File: src/include/psg_config.svh
`ifndef PSG_CONFIG_SVH
`define PSG_CONFIG_SVH

// Clocks per generator tick
`define PSG_DIV 64

// Number of host-visible registers
`define PSG_NUM_REGS 16

// Noise LFSR state after reset, must be nonzero
`define PSG_LFSR_SEED 17'd1

`endif

File: src/hw/psg_pkg.sv
`default_nettype none

package psg_pkg;

    // Mixer and level controls for one channel
    typedef struct packed {
        logic       tone_off;
        logic       noise_off;
        logic       env_mode;
        logic [3:0] level;
    } psg_chan_ctl_t;

    // Envelope shape, same bit order as register 13
    typedef struct packed {
        logic cont;
        logic attack;
        logic alternate;
        logic hold;
    } psg_env_shape_t;

    // Everything the generators need from the register block.
    // Channel A is index 0 in the arrays
    typedef struct packed {
        logic [2:0][11:0]    tone_period;
        logic [4:0]          noise_period;
        psg_chan_ctl_t [2:0] chan;
        logic [15:0]         env_period;
        psg_env_shape_t      env_shape;
    } psg_regs_t;

endpackage

`default_nettype wire

File: src/hw/psg_regs.sv
`timescale 1ns/1ps
`default_nettype none

`include "psg_config.svh"

module psg_regs (
    input  logic               clk,
    input  logic               reset,
    input  logic               a0,
    input  logic               wren,
    input  logic [7:0]         wrdata,
    input  logic [7:0]         ioa_in_data,
    input  logic [7:0]         iob_in_data,
    output logic [7:0]         rddata,
    output psg_pkg::psg_regs_t cfg,
    output logic               env_restart
);

    localparam int ADDR_W = $clog2(`PSG_NUM_REGS);

    logic [ADDR_W-1:0] addr;
    logic              reg_wr;
    logic              ioa_dir;
    logic              iob_dir;
    logic [7:0]        ioa_latch;
    logic [7:0]        iob_latch;

    // Data phase of the bus
    assign reg_wr = wren && !a0;

    ////////////////////////////////////////////////////////////////////////////
    // Address latch
    ////////////////////////////////////////////////////////////////////////////

    always_ff @(posedge clk) begin
        if (reset) begin
            addr <= '0;
        end else if (wren && a0) begin
            addr <= wrdata[ADDR_W-1:0];
        end
    end

    ////////////////////////////////////////////////////////////////////////////
    // Register writes
    ////////////////////////////////////////////////////////////////////////////

    always_ff @(posedge clk) begin
        if (reset) begin
            cfg     <= '0;
            ioa_dir <= 1'b0;
            iob_dir <= 1'b0;
            // All channels start muted on both sources
            for (int i = 0; i < 3; i++) begin
                cfg.chan[i].tone_off  <= 1'b1;
                cfg.chan[i].noise_off <= 1'b1;
            end
        end else if (reg_wr) begin
            case (addr)
                4'h0: cfg.tone_period[0][7:0]  <= wrdata;
                4'h1: cfg.tone_period[0][11:8] <= wrdata[3:0];
                4'h2: cfg.tone_period[1][7:0]  <= wrdata;
                4'h3: cfg.tone_period[1][11:8] <= wrdata[3:0];
                4'h4: cfg.tone_period[2][7:0]  <= wrdata;
                4'h5: cfg.tone_period[2][11:8] <= wrdata[3:0];
                4'h6: cfg.noise_period         <= wrdata[4:0];
                4'h7: begin
                    {iob_dir, ioa_dir} <= wrdata[7:6];
                    for (int i = 0; i < 3; i++) begin
                        cfg.chan[i].noise_off <= wrdata[3+i];
                        cfg.chan[i].tone_off  <= wrdata[i];
                    end
                end
                4'h8: {cfg.chan[0].env_mode, cfg.chan[0].level} <= wrdata[4:0];
                4'h9: {cfg.chan[1].env_mode, cfg.chan[1].level} <= wrdata[4:0];
                4'hA: {cfg.chan[2].env_mode, cfg.chan[2].level} <= wrdata[4:0];
                4'hB: cfg.env_period[7:0]  <= wrdata;
                4'hC: cfg.env_period[15:8] <= wrdata;
                4'hD: cfg.env_shape        <= wrdata[3:0];
                default: ;
            endcase
        end
    end

    // Port output latches only feed the read path
    always_ff @(posedge clk) begin
        if (reg_wr && addr == 4'hE) begin
            ioa_latch <= wrdata;
        end
        if (reg_wr && addr == 4'hF) begin
            iob_latch <= wrdata;
        end
    end

    // A shape write restarts the envelope
    always_ff @(posedge clk) begin
        if (reset) begin
            env_restart <= 1'b0;
        end else begin
            env_restart <= reg_wr && addr == 4'hD;
        end
    end

    ////////////////////////////////////////////////////////////////////////////
    // Read multiplexer
    ////////////////////////////////////////////////////////////////////////////

    always_comb begin
        rddata = 8'h00;
        case (addr)
            4'h0: rddata = cfg.tone_period[0][7:0];
            4'h1: rddata = {4'b0, cfg.tone_period[0][11:8]};
            4'h2: rddata = cfg.tone_period[1][7:0];
            4'h3: rddata = {4'b0, cfg.tone_period[1][11:8]};
            4'h4: rddata = cfg.tone_period[2][7:0];
            4'h5: rddata = {4'b0, cfg.tone_period[2][11:8]};
            4'h6: rddata = {3'b0, cfg.noise_period};
            4'h7: rddata = {iob_dir, ioa_dir,
                            cfg.chan[2].noise_off, cfg.chan[1].noise_off,
                            cfg.chan[0].noise_off, cfg.chan[2].tone_off,
                            cfg.chan[1].tone_off, cfg.chan[0].tone_off};
            4'h8: rddata = {3'b0, cfg.chan[0].env_mode, cfg.chan[0].level};
            4'h9: rddata = {3'b0, cfg.chan[1].env_mode, cfg.chan[1].level};
            4'hA: rddata = {3'b0, cfg.chan[2].env_mode, cfg.chan[2].level};
            4'hB: rddata = cfg.env_period[7:0];
            4'hC: rddata = cfg.env_period[15:8];
            4'hD: rddata = {4'b0, cfg.env_shape};
            // Direction bit picks latch or pin
            4'hE: rddata = ioa_dir ? ioa_latch : ioa_in_data;
            4'hF: rddata = iob_dir ? iob_latch : iob_in_data;
            default: rddata = 8'h00;
        endcase
    end

endmodule

`default_nettype wire

File: src/hw/psg_tone_bank.sv
`timescale 1ns/1ps
`default_nettype none

`include "psg_config.svh"

module psg_tone_bank (
    input  logic               clk,
    input  logic               reset,
    input  psg_pkg::psg_regs_t cfg,
    output logic               tick,
    output logic [2:0]         tone_wave
);

    localparam int DIV_W = $clog2(`PSG_DIV);

    logic [DIV_W-1:0] div;

    // Prescaler. Tick is registered off the divider at zero, so it is
    // low in reset and first rises one clock after release
    always_ff @(posedge clk) begin
        if (reset) begin
            div  <= '0;
            tick <= 1'b0;
        end else begin
            if (div == DIV_W'(`PSG_DIV - 1)) begin
                div <= '0;
            end else begin
                div <= div + 1'b1;
            end
            tick <= (div == '0);
        end
    end

    // One period counter per channel
    for (genvar i = 0; i < 3; i++) begin : g_tone
        logic [11:0] count;
        logic        wave;

        always_ff @(posedge clk) begin
            if (reset) begin
                count <= '0;
                wave  <= 1'b0;
            end else if (tick) begin
                // Compare with >= so a shortened period expires at once
                if (count >= cfg.tone_period[i]) begin
                    count <= '0;
                    wave  <= ~wave;
                end else begin
                    count <= count + 12'd1;
                end
            end
        end

        assign tone_wave[i] = wave;
    end

endmodule

`default_nettype wire

File: src/hw/psg_noise.sv
`timescale 1ns/1ps
`default_nettype none

`include "psg_config.svh"

module psg_noise (
    input  logic               clk,
    input  logic               reset,
    input  logic               tick,
    input  psg_pkg::psg_regs_t cfg,
    output logic               noise_bit
);

    logic [4:0]  count;
    logic        half;
    logic [16:0] lfsr;

    always_ff @(posedge clk) begin
        if (reset) begin
            count <= '0;
            half  <= 1'b0;
            lfsr  <= `PSG_LFSR_SEED;
        end else if (tick) begin
            if (count >= cfg.noise_period) begin
                count <= '0;
                half  <= ~half;
                // Shift on every second expiry, taps at bits 0 and 3
                if (half) begin
                    lfsr <= {lfsr[0] ^ lfsr[3], lfsr[16:1]};
                end
            end else begin
                count <= count + 5'd1;
            end
        end
    end

    assign noise_bit = lfsr[0];

endmodule

`default_nettype wire

File: src/hw/psg_envelope.sv
`timescale 1ns/1ps
`default_nettype none

module psg_envelope (
    input  logic               clk,
    input  logic               reset,
    input  logic               tick,
    input  psg_pkg::psg_regs_t cfg,
    input  logic               env_restart,
    output logic [3:0]         env_level
);

    logic [16:0] period_cnt;
    logic        period_done;
    logic        step;
    logic [3:0]  env_cnt;
    logic        cnt_up;
    logic        stopped;
    logic        restart_pend;

    ////////////////////////////////////////////////////////////////////////////
    // Period counter
    ////////////////////////////////////////////////////////////////////////////

    assign period_done = period_cnt >= {1'b0, cfg.env_period};
    assign step        = tick && period_done;

    always_ff @(posedge clk) begin
        if (reset) begin
            period_cnt <= '0;
        end else if (tick) begin
            if (period_done) begin
                period_cnt <= '0;
            end else begin
                period_cnt <= period_cnt + 17'd1;
            end
        end
    end

    ////////////////////////////////////////////////////////////////////////////
    // Shape FSM
    ////////////////////////////////////////////////////////////////////////////

    // Restart waits here until the next envelope step
    always_ff @(posedge clk) begin
        if (reset) begin
            restart_pend <= 1'b0;
        end else if (env_restart) begin
            restart_pend <= 1'b1;
        end else if (step) begin
            restart_pend <= 1'b0;
        end
    end

    always_ff @(posedge clk) begin
        if (reset) begin
            env_cnt <= '0;
            cnt_up  <= 1'b0;
            stopped <= 1'b0;
        end else if (step) begin
            if (restart_pend) begin
                env_cnt <= 4'd15;
                cnt_up  <= cfg.env_shape.attack;
                stopped <= 1'b0;
            end else if (!stopped) begin
                if (env_cnt == 4'd0) begin
                    // End of a ramp
                    if (!cfg.env_shape.cont || cfg.env_shape.hold) begin
                        stopped <= 1'b1;
                    end else begin
                        env_cnt <= 4'd15;
                    end
                    if ((cfg.env_shape.cont && cfg.env_shape.alternate) ||
                        (!cfg.env_shape.cont && cfg.env_shape.attack)) begin
                        cnt_up <= ~cnt_up;
                    end
                end else begin
                    env_cnt <= env_cnt - 4'd1;
                end
            end
        end
    end

    // Counter always runs down, rising ramps are the mirror image
    assign env_level = cnt_up ? ~env_cnt : env_cnt;

endmodule

`default_nettype wire

File: src/hw/psg_mixer.sv
`timescale 1ns/1ps
`default_nettype none

module psg_mixer (
    input  logic               clk,
    input  logic               tick,
    input  psg_pkg::psg_regs_t cfg,
    input  logic [2:0]         tone_wave,
    input  logic               noise_bit,
    input  logic [3:0]         env_level,
    output logic [9:0]         ch_a,
    output logic [9:0]         ch_b,
    output logic [9:0]         ch_c
);

    import psg_pkg::*;

    // Roughly 3 dB per level step, full scale at 15
    localparam logic [9:0] AMP_TABLE [16] = '{
        10'd0,   10'd6,   10'd9,   10'd13,
        10'd19,  10'd27,  10'd39,  10'd56,
        10'd80,  10'd116, 10'd166, 10'd239,
        10'd344, 10'd495, 10'd712, 10'd1023
    };

    logic [9:0] amp [3];

    for (genvar i = 0; i < 3; i++) begin : g_chan
        psg_chan_ctl_t ctl;
        logic          chan_on;
        logic [3:0]    level;

        assign ctl = cfg.chan[i];

        // A disabled source counts as permanently high
        assign chan_on = (tone_wave[i] | ctl.tone_off) & (noise_bit | ctl.noise_off);

        always_comb begin
            if (!chan_on) begin
                level = 4'd0;
            end else if (ctl.env_mode) begin
                level = env_level;
            end else begin
                level = ctl.level;
            end
        end

        // Output only moves on a tick
        always_ff @(posedge clk) begin
            if (tick) begin
                amp[i] <= AMP_TABLE[level];
            end
        end
    end

    assign ch_a = amp[0];
    assign ch_b = amp[1];
    assign ch_c = amp[2];

endmodule

`default_nettype wire

File: src/hw/psg_top.sv
`timescale 1ns/1ps
`default_nettype none

module psg_top (
    input  logic       clk,
    input  logic       reset,
    input  logic       a0,
    input  logic       wren,
    input  logic [7:0] wrdata,
    output logic [7:0] rddata,
    input  logic [7:0] ioa_in_data,
    input  logic [7:0] iob_in_data,
    output logic [9:0] ch_a,
    output logic [9:0] ch_b,
    output logic [9:0] ch_c
);

    import psg_pkg::*;

    psg_regs_t  cfg;
    logic       env_restart;
    logic       tick;
    logic [2:0] tone_wave;
    logic       noise_bit;
    logic [3:0] env_level;

    psg_regs u_regs (
        .clk         (clk),
        .reset       (reset),
        .a0          (a0),
        .wren        (wren),
        .wrdata      (wrdata),
        .ioa_in_data (ioa_in_data),
        .iob_in_data (iob_in_data),
        .rddata      (rddata),
        .cfg         (cfg),
        .env_restart (env_restart)
    );

    // Also owns the tick prescaler
    psg_tone_bank u_tone (
        .clk       (clk),
        .reset     (reset),
        .cfg       (cfg),
        .tick      (tick),
        .tone_wave (tone_wave)
    );

    psg_noise u_noise (
        .clk       (clk),
        .reset     (reset),
        .tick      (tick),
        .cfg       (cfg),
        .noise_bit (noise_bit)
    );

    psg_envelope u_env (
        .clk         (clk),
        .reset       (reset),
        .tick        (tick),
        .cfg         (cfg),
        .env_restart (env_restart),
        .env_level   (env_level)
    );

    psg_mixer u_mixer (
        .clk       (clk),
        .tick      (tick),
        .cfg       (cfg),
        .tone_wave (tone_wave),
        .noise_bit (noise_bit),
        .env_level (env_level),
        .ch_a      (ch_a),
        .ch_b      (ch_b),
        .ch_c      (ch_c)
    );

endmodule

`default_nettype wire

File: config.mk
export PLATFORM = sky130hd
export DESIGN_NAME = psg_top
export DESIGN_NICKNAME = d
export VERILOG_FILES = /design/src/hw/psg_pkg.sv /design/src/hw/psg_regs.sv /design/src/hw/psg_tone_bank.sv /design/src/hw/psg_noise.sv /design/src/hw/psg_envelope.sv /design/src/hw/psg_mixer.sv /design/src/hw/psg_top.sv
export VERILOG_INCLUDE_DIRS = /design/src /design/src/include
export SDC_FILE = /design/constraint.sdc
export NUM_CORES = 1
export LEC_CHECK = 0
export BUFFER_PORTS_ARGS = -buffer_cell sky130_fd_sc_hd__buf_2
export CAP_MARGIN = 20
export CORE_ASPECT_RATIO = 1.75
export CORE_MARGIN = 2
export CORE_UTILIZATION = 46
export CTS_BUF_LIST = sky130_fd_sc_hd__clkbuf_8
export DETAILED_ROUTE_END_ITERATION = 8
export PLACE_DENSITY_LB_ADDON = 0.15
export SLEW_MARGIN = 30
export SYNTH_ARGS = -nofsm -noshare
export SYNTH_HDL_FRONTEND = slang
export SYNTH_SLANG_ARGS = --single-unit
File: constraint.sdc
create_clock -name clk -period 2.5 [get_ports clk]
set_input_delay 0.5 -clock clk [delete_from_list [all_inputs] [get_ports clk]]
set_output_delay 0.5 -clock clk [all_outputs]
set_load 0.02 [all_outputs]
Word-level counts from Yosys, hierarchy flattened. Memories as Yosys holds them, arrays and structs flattened. Index checks and enable logic that the tools add are counted.

Bitwise operators: 19. Reduce and logical (&&, ||, !) cells: 40. Mux-type cells: 37. Equal/unequal tests: 18. $lt $le $gt $ge: 8. Add/subtract/negate cells: 7.

Operators by type and width (count): $pmux 8 s16 (1); $mux 10 (6); $mux 4 (11); $add 12x1->12 const B (3); $ge 12x12->1 (3); $mux 12 (3); $reduce_and 2->1 (18); $eq 4x4->1 const B (8); $add 17x1->17 const B (1); $ge 17x16->1 (1); $mux 17 (1); $eq 4x3->1 const B (4); $mux 8 (2); $ge 5x5->1 const B (3); $not 4->5 (3); $mux 1 (12); $eq 4x2->1 const B (2); $logic_and 1x1->1 (8); $logic_not 4->1 (2); $add 6x1->6 const B (1); $eq 6x6->1 const B (1); $logic_not 6->1 (1); $or 1x1->1 (6); $reduce_and 3->1 (2); 16 further kinds (26).

RAM bits: 30. Register bits after elaboration: 198. Memories: 4. Output and inout bits: 38. Input bits: 28. ROM bits: 480.

Memory list: (name not given) (depth 16, width 10, rd ports 1, clocked after Yosys merged registers in 0, write ports 0, line psg_mixer.sv:51) `amp[i] <= AMP_TABLE[level];`; (name not given) (depth 16, width 10, rd ports 1, clocked after Yosys merged registers in 0, write ports 0, line psg_mixer.sv:51); (name not given) (depth 16, width 10, rd ports 1, clocked after Yosys merged registers in 0, write ports 0, line psg_mixer.sv:51); u_mixer.amp (depth 3, width 10, rd ports 3, clocked after Yosys merged registers in 0, write ports 3, line psg_mixer.sv:26) `logic [9:0] amp [3];`.

Depth between registers and ports, before layout. Gate-level depths: netlist of the first run.

Depth in word-level cells: 8. Mapped depth: 10. Gate-level depth less buffers: 8.

By module. From an unflattened synthesis of the first run, not the netlist that was laid out.

Cells, all modules: 1388. Area, all modules: 12889.9 µm².

By module, submodules not included: psg_regs (cells each 566, times used 1, area an instance 5086.1 µm²); psg_tone_bank (cells each 344, times used 1, area an instance 3056.7 µm²); psg_mixer (cells each 178, times used 1, area an instance 1998.2 µm²); psg_envelope (cells each 193, times used 1, area an instance 1686.6 µm²); psg_noise (cells each 107, times used 1, area an instance 1062.3 µm²).

Worst setup path after synthesis of the first run. OpenSTA, ideal clock, no wires.

Path type: reg2reg. From: register u_tone.tick. To: register u_tone.g_tone[0].count[2]. Clock period less this slack: 2.227 ns. Library setup time: 0.128 ns. Path slack: 0.273 ns. Cell stages (with the launch flop): 7. Arrival time: 2.100 ns. Data required time: 2.372 ns. Cells stage by stage: dfxtp_1 > buf_2 > buf_2 > buf_1 > nand2_1 > xor2_1 > nor2_1.

RTL lines: start: declaration (line psg_tone_bank.sv:10) `output logic tick,`; start signal: assignment (line psg_tone_bank.sv:30) `tick <= (div == '0);`; end signal: assignment (line psg_tone_bank.sv:49) `count <= count + 12'd1;`; end: declaration (line psg_tone_bank.sv:36) `logic [11:0] count;`.

Worst setup path in the final report of the first run.
From: register u_regs.addr[1]. To: output rddata[5].

Word-level cells in the longest chain between the ends: 2. Elaborated cells on any way between the ends: 17. Those cells by class: 15 x eq/ne; 1 x mux; 1 x reduce/logical.

RTL lines: start: declaration (line psg_regs.sv:21) `logic [ADDR_W-1:0] addr;`; start signal: assignment (line psg_regs.sv:39) `addr <= wrdata[ADDR_W-1:0];`; $eq 4x4->1 (tied with other cells) (line psg_regs.sv:109) `case (addr)`; $pmux 8 s16 * (line psg_regs.sv:109); end: declaration (line psg_top.sv:10) `output logic [7:0] rddata,`.

Mark *: on every way between the ends. The rest lies on a longest branch, timed or not.

==> results of run 1 <==
metal layers:
layer / share of wire [%] / vias to the layer above / track usage, %
met4: 6.0 / 0 / 13.4
met2: 53 / 277 / 47.5
met5: 0 / - / 0
li1: - / 5111 / -
met3: 3.7 / 109 / 3.57
met1: 37 / 4922 / 25.6
final cells by class:
class                      instances  share of cell area [%]
multi-input combinational       1008                    47.2
clock inverter                    18                    1.03
tap                              320                    2.79
clock buffer                      42                    4.02
timing repair buffer             146                    7.75
sequential                       228                    35.1
inverter                          82                    2.17
sequential cells by signal, summed over array words and instances (netlist names), 4 cells and up:
signal	count
u_regs.cfg	82
u_tone.g_tone.count	36
u_mixer.amp	30
u_env.period_cnt	17
u_noise.lfsr	17
u_regs.ioa_latch	8
u_regs.iob_latch	8
u_tone.div	6
u_noise.count	5
u_env.env_cnt	4
u_regs.addr	4
placed cells by master, fill, tap and decap left out, types with 5 or more instances in the layout:
| cell type | count |
|---|---|
| inv_1 | 94 |
| o21ai_0 | 34 |
| clkbuf_8 | 42 |
| a21oi_1 | 103 |
| nor2_2 | 9 |
| a211oi_1 | 7 |
| nand4_1 | 20 |
| xnor2_1 | 25 |
| nor3_1 | 7 |
| a211o_1 | 7 |
| nor2_1 | 160 |
| buf_6 | 10 |
| o211ai_1 | 14 |
| o211a_1 | 6 |
| mux2i_1 | 51 |
| edfxtp_1 | 46 |
| and3_1 | 9 |
| o22ai_1 | 7 |
| nand3_1 | 86 |
| buf_2 | 58 |
| a21oi_2 | 6 |
| xor2_1 | 35 |
| buf_8 | 5 |
| a31oi_1 | 5 |
| buf_4 | 68 |
| dfxtp_1 | 175 |
| o21ai_1 | 7 |
| and2_1 | 7 |
| a211oi_2 | 6 |
| nand2b_1 | 17 |
| nand2_1 | 154 |
| o22a_1 | 5 |
| ha_1 | 81 |
| nor2b_1 | 10 |
| a21o_1 | 29 |
| mux2i_4 | 7 |
metrics by stage:
| step | worst slack [ns] | hold slack, ns |
|---|---|---|
| after floorplan | 0.273 | 0.418 |
| after global placement | 0.00440 | 0.420 |
| after CTS | -0.263 | 0.231 |
| after detailed placement | -0.00138 | 0.428 |
| after global routing | -0.318 | 0.273 |
| final | -0.264 | 0.253 |
worst min-delay path by stage:
stage / endpoint / slack, ns / cells after the start
floorplan: u_env.restart_pend / 0.42 / 1
global placement: u_env.restart_pend / 0.42 / 1
finish: u_regs.addr[2] / 0.25 / 3
detailed placement: u_env.restart_pend / 0.43 / 1
global route: u_regs.addr[3] / 0.27 / 3
CTS: u_regs.addr[2] / 0.23 / 3
power groups by stage:
stage | logic (uW) | registers (uW) | clock network (uW)
floorplan | 433 | 4020 | 0
CTS | 845 | 3900 | 3410
detailed placement | 763 | 3980 | 0
global placement | 759 | 3980 | 0
finish | 859 | 3900 | 3320
global route | 925 | 3900 | 3530
worst max-delay path, cell delays in order, from the launching register on:
cell and delay, ns:
dfxtp_2 0.36, buf_4 0.19, nand2_4 0.10, buf_4 0.18, o32ai_2 0.22, a221oi_2 0.09, buf_4 0.16, a31oi_2 0.22
buf_4 0.18
logic make-up (layout without fill, tap and decap cells):
logic type	count (synthesis)	after routing	synth area share, %
AO/OA/AOI/OAI	292	292	16.0
XOR/XNOR	60	60	4.35
adder cells (fa/ha/maj)	81	81	8.38
buffers and inverters	153	288	4.99
flip-flops	228	228	41.6
multiplexers	64	64	5.44
AND/OR/NAND/NOR	511	511	19.3
what timing repair did:
item                       CTS  global route
gates cloned                 2             0
buffers inserted            20             3
setup endpoints to repair    8             8
pin swaps                   20            10
resized for setup           86            16
==> summary.md, run 1 <==
| Metric | Value |
|---|---|
| Yosys top cell area share | `between 30 and 40%` |
| Root Driver | `clkbuf_8` |
| Final GP Congestion | `between 0.9 and 1` |
| Drt drc | `0` |
| Pleak | `around 0.0056 uW` |
| Total die area | `between 0.02 and 0.03 sq mm` |
| Site Rows | `78` |
| H-tree levels | `2` |
| FF-to-FF End | `u_env.period_cnt[9]` |
| Type of the worst setup path | `register to primary output` |
| Slew Viols, Final | `0` |
| Largest net degree at the start of global routing | `122` |
| Combinational cell fraction of total power | `a little over a tenth` |
| Top cells by count, synth | `dfxtp_1 (182), nor2_1 (169), nand2_1 (155)` |
| Total wire length | `approximately 35000 um` |
| RSZ-0062 raised after global routing | `yes` |
| Layout fillers | `2379` |
| Hpwl dp | `25200 um` |
| Final Cell Area | `approximately 0.014 sq mm` |
| Count leader, synth | `dfxtp_1` |
| Number of buffers created by CTS | `36` |
| Crit path DAT | `around 2.3 ns` |
| Worst vdd ir | `0.000471 V` |
| Sw Ratio | `between 20% and 30%` |
| Commonest register cell after synthesis | `dfxtp_1` |
| Period utilization | `111%` |
| Setup TNS | `-1.72 ns` |
| Violated checks | `negative setup slack` |
| CTS tree | `done` |
| Initial antenna violation count | `0` |
| Critical Path End | `rddata[5]` |
| Post-synth EDFFs | `46` |
| Hold Path Origin | `wren` |
| Min-delay worst type | `input port to register` |
| Sequential Power Share | `~48%` |
| Latest clock arrival within the worst-skew pair | `between 0.5 and 0.6 ns` |
| Core area | `approximately 0.026 sq mm` |
| Ports | `66` |
| Hold-fix buffers, CTS | `0` |
| Layout area overhead | `18.9%` |
| Async set-reset flop share out of synthesis | `0%` |
| Reg2reg setup slack | `~0.23 ns` |
| WP data required | `2.00 ns` |
| Starting Density | `between 40% and 50%` |
| Seq/Total Area, Yosys | `just over 40%` |
| Setup crit end kind | `primary output` |
| Final hold vios | `0` |
| Die height | `218 um` |
| Clock transition at the registers of the reported paths | `0.07 ns` |
| Relative slew slack | `~47%` |
| Endpoints failing setup | `8` |
| Min Tclk post-route | `approximately 2.8 ns` |
| R2R cell count | `9` |
| Sw Pwr | `2100 uW` |
| Clock network power share | `between 40% and 50%` |
| Deepest clock path buffer count | `3` |
| Nets | `1611` |
| Worst Setup Start Kind | `register` |
| GR Util All Layers | `24.9%` |
| Syn avg cell area | `between 8 and 9 sq um` |
| Final Power | `8080 uW` |
| GR Overflow Total | `0` |
| Placed insts | `approximately 1800` |
| Outcome | `complete, but fails checks` |
| Post-synthesis sequential element count | `around 230` |
| Synthesized cell area | `between 0.01 and 0.015 sq mm` |
| Dominant cells by area after synthesis | `dfxtp_1 (30%), edfxtp_1 (11%), ha_1 (8.4%), nor2_1 (5.2%), mux2i_1 (4.9%)` |
| Worst Tran Pin Value | `between 0.7 and 0.8 ns` |
| Top achievable clock speed | `around 360 MHz` |
| Cell count after synthesis | `between 1000 and 1500` |
| Worst Setup SP | `u_regs.addr[1]` |
| Synth area leader | `dfxtp_1` |
| Cell Count, Final, Fillers Out | `around 1800` |
| PD cells | `around 560 mW/mm^2` |
| Routed vias | `between 10000 and 15000` |
| Distinct cell type count after synthesis | `roughly 70` |
| Int Power | `between 5000 and 6000 uW` |
| Routed Antenna Nets | `0` |
| Crit Reg-Reg Startpoint | `u_regs.cfg[10]` |
| Max-cap violations | `0` |
| # port buffers | `65` |
| Post-Syn Nets | `between 1000 and 1500` |
| Initial DRC count | `around 570` |
| Synthesis Warnings | `0` |
| Drt wl/cell | `18.8 um` |
| Layout cells sized above 1 | `17.8%` |
| Vias in the first global route | `between 10000 and 15000` |
| Fin worst setup slack | `-0.264 ns` |
| Global-route wire length before repair | `around 54000 um` |
| Die X-Extent | `between 100 and 150 um` |
| Number of diodes | `0` |
| Multi-input gate area | `around 0.0068 sq mm` |
| Placed Area | `~0.013 sq mm` |
| Fin util | `between 50 and 60%` |
| FF/Latch Area | `0.00504 sq mm` |
| Initial DRT Pass Iterations | `5` |
| Worst Clk Skew | `around 0.021 ns` |
| Vias per inst | `between 5 and 6` |
| Clock sink count | `228` |
| Critical-path maximum fanout | `7` |
Power figures use the tool's default switching activity.
==> run 2: changes to the inputs <==
Settings changed: BUFFER_PORTS_ARGS -buffer_cell sky130_fd_sc_hd__buf_2 to not set, DONT_BUFFER_PORTS set to 1, SYNTH_HIERARCHICAL set to 1.
==> run 2 against run 1 <==
  * The run still ends with negative setup slack left
  * Utilization fell by 2.2 points
  * Sequential power increased by 1%
  * Clock skew shrank 0.0079 ns
  * Clock-buffer cell count unchanged
  * Worst setup slack gained 0.063 ns
  * Area after synthesis increased by 6.6%
  * Hold slack worse by 0.22 ns
  * Non-clock buffer count is 55 lower
  * Synthesized cell count is essentially flat
  * Register-to-register slack lost 0.02 ns
  * Sequential cell count stayed put
  * Power up 0.14%
==> summary.md, run 2 <==
| Metric | Value |
|---|---|
| Site Rows | `81 (+3.8%)` |
| Most common cell on crit path | `buf_4` |
| Final Power | `8090 uW (+0.14%)` |
| Final Cell Area | `0.0148 sq mm (+3.1%)` |
| Final hold vios | `0 (unchanged)` |
| Worst vdd ir | `0.000399 V (-15%)` |
| Total die area | `0.0294 sq mm (+6.4%)` |
| Layout area overhead | `15.0%` |
| Crit-path leading delay family | `compound AO/OA/AOI/OAI gates` |
| Period utilization | `108% (-2.5 points)` |
| Starting Density | `46.4% (-0.34 points)` |
| Hold-fix buffers, CTS | `0 (unchanged)` |
| Slew Viols, Final | `0 (unchanged)` |
| Crit path DAT | `2.20 ns (-0.06 ns)` |
| Global-route wire length before repair | `56600 um (+4.6%)` |
| Hpwl dp | `26800 um (+6.3%)` |
| Max incr delay on CP | `0.43 ns (+0.07 ns)` |
| Deepest clock path buffer count | `3 (unchanged)` |
| Number of buffers created by CTS | `36 (unchanged)` |
| Final GP Congestion | `0.993 (+6.4%)` |
| Most frequent cells in the layout | `dfxtp_1 (175), nand2_1 (144), nor2_1 (97), a21oi_1 (92), inv_1 (85)` |
| Die X-Extent | `131 um (+3.1%)` |
| WP data required | `2.00 ns (about the same)` |
| Post-synthesis sequential element count | `228 (unchanged)` |
| Vias in the first global route | `10300 (+1.5%)` |
| Root Driver | `clkbuf_8` |
| Count leader, synth | `dfxtp_1` |
| Regs by FF count | `u_regs/cfg x82, u_tone/g_tone.count x36, u_mixer/amp x30` |
| Yosys top cell area share | `28.3% (-1.9 points)` |
| Min Tclk post-route | `2.70 ns (-0.0634 ns)` |
| Async set-reset flop share out of synthesis | `0% (unchanged)` |
| Placed Area | `0.0135 sq mm (+3.7%)` |
| Total wire length | `36800 um (+6.2%)` |
| Routed Antenna Nets | `0 (unchanged)` |
| Max-cap violations | `0 (unchanged)` |
| Endpoints failing setup | `8 (unchanged)` |
| Vias per inst | `5.64 (-0.15%)` |
| Initial antenna violation count | `0 (unchanged)` |
| Violated checks | `negative setup slack` |
| Max FFs per register | `82 (unchanged)` |
| Worst Clk Skew | `0.0131 ns (-0.00794 ns)` |
| Top cells by count, synth | `dfxtp_1 (182), nand2_1 (145), nor2_1 (99)` |
| Fin worst setup slack | `-0.201 ns (+0.0634 ns)` |
| H-tree levels | `2 (unchanged)` |
| Core area | `0.0278 sq mm (+7.4%)` |
| Layout cells sized above 1 | `17.8% (+0.058 points)` |
| Initial DRT Pass Iterations | `7 (+2)` |
| Type of the worst setup path | `register to primary output` |
| Syn avg cell area | `9.29 sq um (+6.7%)` |
| Most flop-heavy register | `u_regs/cfg` |
| Worst path cell trace | `buf_4 > nand2_1 > o32ai_2 > buf_4 > a211oi_2 > a31oi_2 > buf_4` |
| Worst Setup Start Kind | `register` |
| Relative slew slack | `55.3% (+8.7 points)` |
| Clock transition at the registers of the reported paths | `0.07 ns (about the same)` |
| Nets | `1546 (-4.0%)` |
| WP buf/inv | `3 (-1)` |
| Routed vias | `10400 (-0.59%)` |
| GR Util All Layers | `25.1% (+0.25 points)` |
| Min-delay worst type | `input port to register` |
| Top achievable clock speed | `370 MHz (+2.3%)` |
| # port buffers | `0 (-100%)` |
| Dominant cells by area after synthesis | `dfxtp_1 (28%), edfxtp_1 (11%), ha_1 (7.8%), mux2i_1 (6.1%), nand2_1 (4.2%)` |
| Slowest CP cell | `dfxtp_4` |
| Seq/Total Area, Yosys | `39.0% (-2.6 points)` |
| Post-synth EDFFs | `46 (unchanged)` |
| Critical-path maximum fanout | `7 (unchanged)` |
| Outcome | `complete, but fails checks` |
| GR Overflow Total | `0 (unchanged)` |
| Setup TNS | `-1.09 ns (+0.634 ns)` |
| Reg2reg setup slack | `0.21 ns (-0.02 ns)` |
| CTS tree | `done` |
| Post-Syn Nets | `1496 (-0.13%)` |
| Synthesized cell area | `0.0129 sq mm (+6.6%)` |
| Setup crit end kind | `primary output` |
| Ports | `66 (unchanged)` |
| Synth area leader | `dfxtp_1` |
| Commonest register cell after synthesis | `dfxtp_1` |
| Pleak | `0.00565 uW (+1.8%)` |
| Initial DRC count | `554 (-3.5%)` |
| Distinct cell type count after synthesis | `94 (+38%)` |
| Worst Tran Pin Value | `0.670 ns (-0.126 ns)` |
| Number of diodes | `0 (unchanged)` |
| Commonest non-fill, non-tap cell in the layout | `dfxtp_1` |
| Drt drc | `0 (unchanged)` |
| Cell count after synthesis | `1388 (-0.072%)` |
| Synthesis Warnings | `6 (+6)` |
| RSZ-0062 raised after global routing | `yes` |
| PD cells | `546 mW/mm^2 (-2.9%)` |
| Drt wl/cell | `20.1 um (+6.6%)` |
| Die height | `225 um (+3.2%)` |
| Latest clock arrival within the worst-skew pair | `0.55 ns (about the same)` |
| Largest net degree at the start of global routing | `154 (+26%)` |
| Clock sink count | `228 (unchanged)` |
-- run 2: cell type report --
| cell class | instances | area (sq um) |
|---|---|---|
| multi-input cells | 1000 | 7330 |
| fillers | 2604 | 12900 |
| repair buffers | 91 | 912 |
| well taps | 373 | 467 |
| inverters | 81 | 304 |
| clock inverters | 21 | 189 |
| clock buffers | 42 | 578 |
| flip-flops and latches | 228 | 5050 |
-- run 2: per-layer routing --
layer | wire [um] | GRT usage, % | share of wire (%) | up-vias
met5 | 0 | 0 | 0 | -
met4 | 2430 | 15.4 | 6.6 | 0
met3 | 1340 | 3.89 | 3.6 | 107
met2 | 19500 | 46.3 | 53 | 266
met1 | 13500 | 25.9 | 37 | 4957
li1 | - | - | - | 5028
-- run 2: final timing paths --
| path | depth (start not counted) | from | end |
|---|---|---|---|
| setup / recovery | 7 | u_regs/addr[2] | rddata[0] |
| hold / removal | 1 | reset | u_regs/cfg[6] |
| setup reg to reg | 9 | u_regs/cfg[6] | u_env/env_cnt[1] |
| hold reg to reg | 1 | u_regs/env_restart | u_env/restart_pend |
-- run 2: logic make-up (layout without fill, tap and decap cells) --
group           count (synthesis)  count (layout)  share of synthesized area (%)
buf+inv                       160             235                           6.33
mux                            96              96                           8.16
xor+xnor                       54              54                           3.67
fa+ha+maj                      80              80                           7.77
simple gates                  517             517                           20.7
flops                         228             228                           39.0
compound gates                253             253                           14.4
-- run 2: what timing repair did --
action	4_1_cts	5_1_grt
endpoints found under the setup margin	8	9
setup buffers	12	4
resized for setup	56	22
pin swaps	21	13
cloned	4	1
-- run 2: stage by stage --
stage / hold slack, ns / util, % / setup WS, ns / cells
floorplan: 0.418 / - / 0.163 / 1388
global placement: 0.432 / 48.5 / 0.141 / 1754
detailed placement: 0.424 / 48.5 / 0.107 / 1754
CTS: 0.00568 / 52.9 / -0.192 / 1832
global route: 0.00138 / 53.4 / -0.248 / 1836
finish: 0.0342 / 53.4 / -0.201 / 1836
-- run 2: power breakdown --
part / leakage (uW) / internal, uW / total [uW] / switching, uW
Clock: 0.000413 / 1940 / 3430 / 1480
Sequential: 0.00191 / 3820 / 3940 / 112
Combinational: 0.00333 / 314 / 725 / 411
Total: 0.00565 / 6080 / 8090 / 2010
